$ cat src/verilog/supervisor_params.svh
`ifndef SUPERVISOR_PARAMS_SVH
`define SUPERVISOR_PARAMS_SVH

//////////////////////////////
// reset hold
//////////////////////////////

// control_clock cycles a reset line stays held
`define SUPERVISOR_RESET_HOLD 32000000

//////////////////////////////
// status led
//////////////////////////////

// glow ramp period bits
`define SUPERVISOR_SLOW_GLOW_BIT 26
`define SUPERVISOR_FAST_GLOW_BIT 22

// blink gate for force-generate
`define SUPERVISOR_BLINK_BIT 24

// event counter width
`define SUPERVISOR_COUNT_WIDTH 32

`endif

$ cat src/verilog/pin_mode_pkg.sv
package pin_mode_pkg;

    // function of the shared status pin
    typedef enum logic [1:0] {
        // status led with glow and blink
        mode_led        = 2'd0,
        // copy of the drive reset line
        mode_follow_opt = 2'd1,
        // copy of the console reset line
        mode_follow_dc  = 2'd2,
        // pin left floating
        mode_release    = 2'd3
    } pin_mode_t;

endpackage

$ cat src/verilog/health_pkg.sv
`include "supervisor_params.svh"

package health_pkg;

    //////////////////////////////
    // health counters
    //////////////////////////////

    // wraps around, never saturates
    typedef logic [`SUPERVISOR_COUNT_WIDTH-1:0] event_count_t;

endpackage

$ cat src/verilog/async_event_counter.sv
`timescale 1ns/1ps

module async_event_counter #(
    parameter bit COUNT_FALLING = 1'b0
) (
    input  logic                     control_clock,
    input  logic                     reset_dc,
    input  logic                     async_level,
    output logic                     synced_level,
    output health_pkg::event_count_t event_count
);

    logic sync_meta;
    logic prev_level;
    logic edge_seen;

    // falling edge for lock loss, rising otherwise
    assign edge_seen = COUNT_FALLING ? (prev_level & ~synced_level)
                                     : (~prev_level & synced_level);

    //////////////////////////////
    // two-flop synchronizer
    //////////////////////////////

    always_ff @(posedge control_clock) begin
        if (reset_dc) begin
            sync_meta    <= 1'b0;
            synced_level <= 1'b0;
        end else begin
            sync_meta    <= async_level;
            synced_level <= sync_meta;
        end
    end

    //////////////////////////////
    // edge register and count
    //////////////////////////////

    always_ff @(posedge control_clock) begin
        if (reset_dc) begin
            prev_level  <= 1'b0;
            event_count <= '0;
        end else begin
            prev_level <= synced_level;
            if (edge_seen) begin
                event_count <= event_count + health_pkg::event_count_t'(1);
            end
        end
    end

endmodule

$ cat src/verilog/reset_stretcher.sv
`timescale 1ns/1ps

`include "supervisor_params.svh"

module reset_stretcher #(
    parameter int HOLD_CYCLES        = `SUPERVISOR_RESET_HOLD,
    parameter bit ACTIVE_AFTER_RESET = 1'b1
) (
    input  logic control_clock,
    input  logic reset_dc,
    input  logic request,
    output logic reset_active
);

    localparam int COUNT_WIDTH = $clog2(HOLD_CYCLES + 1);
    localparam logic [COUNT_WIDTH-1:0] HOLD_LOAD = COUNT_WIDTH'(HOLD_CYCLES);

    logic [COUNT_WIDTH-1:0] hold_count;

    // line is held while cycles remain
    assign reset_active = (hold_count != '0);

    always_ff @(posedge control_clock) begin
        if (reset_dc) begin
            hold_count <= ACTIVE_AFTER_RESET ? HOLD_LOAD : '0;
        end else if (request) begin
            // restarts a running hold as well
            hold_count <= HOLD_LOAD;
        end else if (hold_count != '0) begin
            hold_count <= hold_count - COUNT_WIDTH'(1);
        end
    end

endmodule

$ cat src/verilog/led_glow.sv
`timescale 1ns/1ps

`include "supervisor_params.svh"

module led_glow #(
    parameter int GLOW_BIT = `SUPERVISOR_SLOW_GLOW_BIT
) (
    input  logic control_clock,
    input  logic reset_dc,
    output logic glow
);

    logic [GLOW_BIT:0] glow_count;
    logic [3:0]        brightness;

    //////////////////////////////
    // triangle ramp
    //////////////////////////////

    // second half of the period ramps back down
    assign brightness = glow_count[GLOW_BIT] ? ~glow_count[GLOW_BIT-1 -: 4]
                                             : glow_count[GLOW_BIT-1 -: 4];

    always_ff @(posedge control_clock) begin
        if (reset_dc) begin
            glow_count <= '0;
        end else begin
            glow_count <= glow_count + (GLOW_BIT + 1)'(1);
        end
    end

    // pwm against the low nibble
    assign glow = (glow_count[3:0] < brightness);

endmodule

$ cat src/verilog/status_pin_mux.sv
`timescale 1ns/1ps

`include "supervisor_params.svh"

module status_pin_mux #(
    parameter int BLINK_BIT = `SUPERVISOR_BLINK_BIT
) (
    input  logic                    control_clock,
    input  logic                    reset_dc,
    input  pin_mode_pkg::pin_mode_t mode,
    input  logic                    hdmi_pll_ready,
    input  logic                    resync_active,
    input  logic                    generate_active,
    input  logic                    output_ready,
    input  logic                    dc_reset_active,
    input  logic                    opt_reset_active,
    input  logic                    slow_glow,
    input  logic                    fast_glow,
    output logic                    pin_drive,
    output logic                    pin_level
);

    logic [BLINK_BIT:0] blink_count;
    logic               led_level;

    always_ff @(posedge control_clock) begin
        if (reset_dc) begin
            blink_count <= '0;
        end else begin
            blink_count <= blink_count + (BLINK_BIT + 1)'(1);
        end
    end

    //////////////////////////////
    // led priorities
    //////////////////////////////

    // led is active low, so high means dark
    always_comb begin
        if (!hdmi_pll_ready) begin
            led_level = 1'b1;
        end else if (resync_active) begin
            led_level = ~fast_glow;
        end else if (generate_active) begin
            led_level = blink_count[BLINK_BIT] ? ~fast_glow : 1'b1;
        end else if (output_ready) begin
            led_level = 1'b0;
        end else begin
            led_level = ~slow_glow;
        end
    end

    //////////////////////////////
    // pin register
    //////////////////////////////

    always_ff @(posedge control_clock) begin
        if (reset_dc) begin
            pin_drive <= 1'b0;
            pin_level <= 1'b0;
        end else begin
            case (mode)
                pin_mode_pkg::mode_led: begin
                    pin_drive <= 1'b1;
                    pin_level <= led_level;
                end
                // open drain copy of a reset line
                pin_mode_pkg::mode_follow_opt: begin
                    pin_drive <= opt_reset_active;
                    pin_level <= 1'b0;
                end
                pin_mode_pkg::mode_follow_dc: begin
                    pin_drive <= dc_reset_active;
                    pin_level <= 1'b0;
                end
                pin_mode_pkg::mode_release: begin
                    pin_drive <= 1'b0;
                    pin_level <= 1'b0;
                end
            endcase
        end
    end

endmodule

$ cat src/verilog/board_supervisor.sv
`timescale 1ns/1ps

`include "supervisor_params.svh"

module board_supervisor #(
    parameter int HOLD_CYCLES   = `SUPERVISOR_RESET_HOLD,
    parameter int SLOW_GLOW_BIT = `SUPERVISOR_SLOW_GLOW_BIT,
    parameter int FAST_GLOW_BIT = `SUPERVISOR_FAST_GLOW_BIT,
    parameter int BLINK_BIT     = `SUPERVISOR_BLINK_BIT
) (
    input  logic                     control_clock,
    input  logic                     reset_dc,
    input  logic                     pll54_locked,
    input  logic                     hdmi_pll_locked,
    input  logic                     video_resync,
    input  logic                     force_generate,
    input  logic                     output_ready,
    input  logic                     opt_reset_request,
    input  pin_mode_pkg::pin_mode_t  reset_conf,
    output logic                     dc_reset_active,
    output logic                     opt_reset_active,
    output logic                     status_pin_drive,
    output logic                     status_pin_level,
    output health_pkg::event_count_t pll54_lockloss_count,
    output health_pkg::event_count_t hdmi_lockloss_count,
    output health_pkg::event_count_t resync_count
);

    logic hdmi_pll_ready;
    logic resync_active;
    logic generate_active;
    logic slow_glow;
    logic fast_glow;

    //////////////////////////////
    // health monitors
    //////////////////////////////

    async_event_counter #(.COUNT_FALLING(1'b1)) pll54_monitor (
        .control_clock(control_clock),
        .reset_dc     (reset_dc),
        .async_level  (pll54_locked),
        .synced_level (),
        .event_count  (pll54_lockloss_count)
    );

    async_event_counter #(.COUNT_FALLING(1'b1)) hdmi_pll_monitor (
        .control_clock(control_clock),
        .reset_dc     (reset_dc),
        .async_level  (hdmi_pll_locked),
        .synced_level (hdmi_pll_ready),
        .event_count  (hdmi_lockloss_count)
    );

    async_event_counter #(.COUNT_FALLING(1'b0)) resync_monitor (
        .control_clock(control_clock),
        .reset_dc     (reset_dc),
        .async_level  (video_resync),
        .synced_level (resync_active),
        .event_count  (resync_count)
    );

    // only the level is needed here
    async_event_counter #(.COUNT_FALLING(1'b0)) force_generate_monitor (
        .control_clock(control_clock),
        .reset_dc     (reset_dc),
        .async_level  (force_generate),
        .synced_level (generate_active),
        .event_count  ()
    );

    //////////////////////////////
    // reset lines
    //////////////////////////////

    // console held from reset onwards
    reset_stretcher #(
        .HOLD_CYCLES       (HOLD_CYCLES),
        .ACTIVE_AFTER_RESET(1'b1)
    ) dc_reset_hold (
        .control_clock(control_clock),
        .reset_dc     (reset_dc),
        .request      (1'b0),
        .reset_active (dc_reset_active)
    );

    reset_stretcher #(
        .HOLD_CYCLES       (HOLD_CYCLES),
        .ACTIVE_AFTER_RESET(1'b0)
    ) opt_reset_hold (
        .control_clock(control_clock),
        .reset_dc     (reset_dc),
        .request      (opt_reset_request),
        .reset_active (opt_reset_active)
    );

    //////////////////////////////
    // status pin
    //////////////////////////////

    led_glow #(.GLOW_BIT(SLOW_GLOW_BIT)) slow_glow_gen (
        .control_clock(control_clock),
        .reset_dc     (reset_dc),
        .glow         (slow_glow)
    );

    led_glow #(.GLOW_BIT(FAST_GLOW_BIT)) fast_glow_gen (
        .control_clock(control_clock),
        .reset_dc     (reset_dc),
        .glow         (fast_glow)
    );

    status_pin_mux #(.BLINK_BIT(BLINK_BIT)) status_pin_mux_inst (
        .control_clock   (control_clock),
        .reset_dc        (reset_dc),
        .mode            (reset_conf),
        .hdmi_pll_ready  (hdmi_pll_ready),
        .resync_active   (resync_active),
        .generate_active (generate_active),
        .output_ready    (output_ready),
        .dc_reset_active (dc_reset_active),
        .opt_reset_active(opt_reset_active),
        .slow_glow       (slow_glow),
        .fast_glow       (fast_glow),
        .pin_drive       (status_pin_drive),
        .pin_level       (status_pin_level)
    );

endmodule

$ cat config.mk
export PLATFORM = sky130hd
export DESIGN_NAME = board_supervisor
export DESIGN_NICKNAME = d
export VERILOG_FILES = /design/src/verilog/pin_mode_pkg.sv /design/src/verilog/health_pkg.sv /design/src/verilog/async_event_counter.sv /design/src/verilog/reset_stretcher.sv /design/src/verilog/led_glow.sv /design/src/verilog/status_pin_mux.sv /design/src/verilog/board_supervisor.sv
export VERILOG_INCLUDE_DIRS = /design/src /design/src/verilog
export SDC_FILE = /design/constraint.sdc
export NUM_CORES = 1
export LEC_CHECK = 0
export BUFFER_PORTS_ARGS = -buffer_cell sky130_fd_sc_hd__buf_2
export CAP_MARGIN = 20
export CORE_ASPECT_RATIO = 2
export CORE_MARGIN = 2
export CORE_UTILIZATION = 40
export CTS_BUF_LIST = sky130_fd_sc_hd__clkbuf_16
export DETAILED_ROUTE_END_ITERATION = 10
export HOLD_SLACK_MARGIN = 0.02
export SETUP_SLACK_MARGIN = 0.02
export SLEW_MARGIN = 20
export SYNTH_ARGS = -nofsm -noshare
export SYNTH_HDL_FRONTEND = slang
export SYNTH_SLANG_ARGS = --single-unit
$ cat constraint.sdc
create_clock -name control_clock -period 5.9 [get_ports control_clock]
set_input_delay 0.885 -clock control_clock [delete_from_list [all_inputs] [get_ports control_clock]]
set_output_delay 0.885 -clock control_clock [all_outputs]
set_load 0.05 [all_outputs]
==> qor.csv <==
stage;metric;value;unit
place;port_buffers;109;
sta;fin_crit;3.58;ns
synthesis;syn_area_per_cell;8.88;µm²
pwr;ir_worst_vdd;0.220;mV
route;routed_wl;23100;µm
pwr;p_int;0.00250;W
worst_setup_path;r2r-end;opt_reset_hold.hold_count[21]$_SDFFE_PP0P_;
place;place_hpwl;16200;µm
synthesis;synth_top_area_share;45.3;%
sta;fin_tns_setup;0;ns
synthesis;synthTopCellsByArea;dfxtp_1 (45%), xor2_1 (10%), nor2_1 (7.5%);
die;die-height;231;µm
clock_network;cts_setup_buffers;0;
die;start_util;40.5;%
global_routing;grt_remaining_overflow;0;
synthesis;seq_area_frac_synth;45.3;%
job;max_cap_viol_count;0;
cells_and_area;regArea;4680;µm²
sta;worstMarginPinSlew;1.01;ns
clock_network;cts-htree-levels;1;
cells_and_area;stdcell_count;1624;
global_routing;grt_pass1_wl;38800;µm
clock_network;cts_resized;0;
global_routing;antenna_found_initial;0;
route;drt_iter0_markers;335;
route;drt-pass1-iter-count;7;
global_routing;grt_usage;16.7;%
clock_network;path_clk_slew;0.06;ns
run_status;outcome;finished, final reports clean;
clock_network;cts_tree;built;
clock_network;cts_sinks;234;
global_routing;grt_max_degree;91;
worst_setup_path;path_class;reg2out;
worst_setup_path;critPathLaunch;dc_reset_hold.hold_count[8]$_SDFFE_PP0N_;
clock_network;cts-root-buf;clkbuf_16;
sta;fin_skew;0.00863;ns
worst_setup_path;crit_fanout;10;
die;fp-row-count;83;
worst_setup_path;r2r_cells;7;
sta;post-route-period-util;60.6;%
sta;rsz0062_at_grt;no;
cells_and_area;final_nets;1291;
synthesis;async_reset_ff_share;0;%
synthesis;syn_inst;1165;
clock_network;clk_latency;0.52;ns
synthesis;syn_nets;1190;
synthesis;synth_cell_types;53;
cells_and_area;multiInputGateArea;5480;µm²
die;io_pins;110;
worst_setup_path;r2r_slack;3.11;ns
pwr;seq_power_share;49.8;%
pwr;pwr-share-comb;8.5;%
pwr;cellLeakagePower;4.54;nW
die;chipWidth;118;µm
route;vias_per_cell;5.25;
clock_network;cts_buffer_depth;3;
global_routing;grt_pass1_vias;8259;
worst_setup_path;cp.arrival;2.69;ns
synthesis;synth_edf_count;0;
worst_setup_path;cp-end-kind;primary output;
cells_and_area;drive_gt1_share;12.6;%
sta;max_freq;280;MHz
route;wire_per_inst;14.2;µm
worst_setup_path;critPathCapture;dc_reset_active;
synthesis;yosys_warnings;0;
cells_and_area;diodes;0;
synthesis;post-synth-top-area-cell;dfxtp_1;
synthesis;synth_ff_type;dfxtp_1;
sta;finalSetupViolations;0;
worst_setup_path;startpoint_type;register;
place;place_congestion;0.771;
pwr;p_sw_share;25.9;%
hold_path;hold_path.class;reg2reg;
worst_setup_path;regToRegStartpoint;opt_reset_hold.hold_count[0]$_SDFFE_PP0P_;
die;core_area;25500;µm²
pwr;p_per_area;282;nW/µm²
clock_network;cts_hold_buf;0;
clock_network;numCtsBuffers;24;
place;dp_cells;1580;
worst_setup_path;critPathRequiredTime;5.02;ns
route;drc_errors;0;
sta;slew_viol_final;0;
pwr;switchingPower;0.000871;W
pwr;p_clk_share;41.6;%
route;antenna_left;0;
synthesis;synth_area;10300;µm²
route;vias;8528;
sta;finalHoldViolCount;0;
synthesis;ys_ff_latch;234;
cells_and_area;fillCellCount;2536;
cells_and_area;synthToLayoutAreaGrowth;15.4;%
sta;slew_headroom;31.9;%
die;die_area;27200;µm²
-- final cells by class --
class                      count  share of cell area, %
multi-input combinational    878                   45.9
sequential                   234                   39.3
timing repair buffer         111                   4.75
clock inverter                19                  0.755
tap                          340                   3.56
clock buffer                  25                   5.24
inverter                      17                  0.535
-- state kept, by name, indices dropped and copies added, names as in the netlist, 23 cells and up --
name and flops:
fast_glow_gen.glow_count 23, slow_glow_gen.glow_count 27, hdmi_pll_monitor.event_count 32, status_pin_mux_inst.blink_count 25
opt_reset_hold.hold_count 25, pll54_monitor.event_count 32, resync_monitor.event_count 32, dc_reset_hold.hold_count 25
-- synthesized netlist by cell type (20+ instances only) --
master	count
dfxtp_1	234
nor2_1	206
xor2_1	119
nand3_1	66
nand4_1	61
xnor2_1	58
nand2_1	53
clkbuf_1	32
a21oi_1	29
nor3_1	27
or3_1	27
and3_1	24
nor2b_1	23
o21ai_0	21
and4_1	20
nor4_1	20
-- kinds of logic after synthesis --
kind of cell | after synthesis | share of synthesized area [%]
adders and majority gates | 15 | 1.81
AOI/OAI and AO/OA | 96 | 5.87
xor gates and xnor gates | 177 | 15.0
DFF | 234 | 45.3
muxes | 5 | 0.508
and+or+nand+nor | 585 | 29.5
buffers and inverters | 53 | 2.01
-- power groups by stage --
stage	Clock, W	Sequential, W	Combinational, W
2_1_floorplan	0	0.00170	0.000216
4_1_cts	0.00145	0.00168	0.000288
3_3_place_gp	0	0.00171	0.000284
5_1_grt	0.00151	0.00168	0.000324
3_5_place_dp	0	0.00171	0.000285
6_report	0.00140	0.00168	0.000288
-- through the flow --
step / util [%] / total power, W / setup slack [ns] / hold WS, ns / cell area [µm²]
after detailed placement: 43.9 / 0.00200 / 2.87 / 0.427 / 11200
after CTS: 46.7 / 0.00341 / 2.29 / 0.448 / 11900
after global placement: 43.9 / 0.00199 / 2.91 / 0.430 / 11200
after floorplan: - / 0.00192 / 3.25 / 0.414 / 10300
after global routing: 46.7 / 0.00352 / 2.17 / 0.458 / 11900
final: 46.7 / 0.00337 / 2.32 / 0.441 / 11900
-- critical path, stage by stage, from the launching register on --
cell	delay, ns
dfxtp_1	0.36
or4_1	0.72
nor4_4	0.58
nand4_4	0.23
buf_2	0.28
-- routing by layer --
layer | part of all wire (%) | routed length [µm] | track usage, %
met5 | 0 | 0 | 0
met1 | 39 | 9050 | 17.5
met2 | 54 | 12400 | 32.7
met4 | 3.3 | 762 | 7.00
met3 | 3.6 | 823 | 2.07
-- cells in the final DEF (no fill, tap or decap), types with 25 or more instances in the layout --
master     synthesis  final
a21oi_1           29     29
buf_2              1    108
clkbuf_16          0     25
dfxtp_1          234    234
nand2_1           53     53
nand3_1           66     66
nand4_1           61     61
nor2_1           206    206
nor3_1            27     26
or3_1             27     27
xnor2_1           58     58
xor2_1           119    119
-- worst min-delay path by stage --
stage | startpoint | slack, ns | endpoint | cells past startpoint
6_report | pll54_monitor.sync_meta$_SDFF_PP0_ | 0.44 | pll54_monitor.synced_level$_SDFF_PP0_ | 1
5_1_grt | pll54_monitor.sync_meta$_SDFF_PP0_ | 0.46 | pll54_monitor.synced_level$_SDFF_PP0_ | 1
4_1_cts | pll54_monitor.sync_meta$_SDFF_PP0_ | 0.45 | pll54_monitor.synced_level$_SDFF_PP0_ | 1
3_5_place_dp | pll54_monitor.sync_meta$_SDFF_PP0_ | 0.43 | pll54_monitor.synced_level$_SDFF_PP0_ | 1
3_3_place_gp | pll54_monitor.sync_meta$_SDFF_PP0_ | 0.43 | pll54_monitor.synced_level$_SDFF_PP0_ | 1
2_1_floorplan | force_generate_monitor.sync_meta$_SDFF_PP0_ | 0.41 | force_generate_monitor.synced_level$_SDFF_PP0_ | 1
No activity file was read; power rests on OpenSTA's default activity.
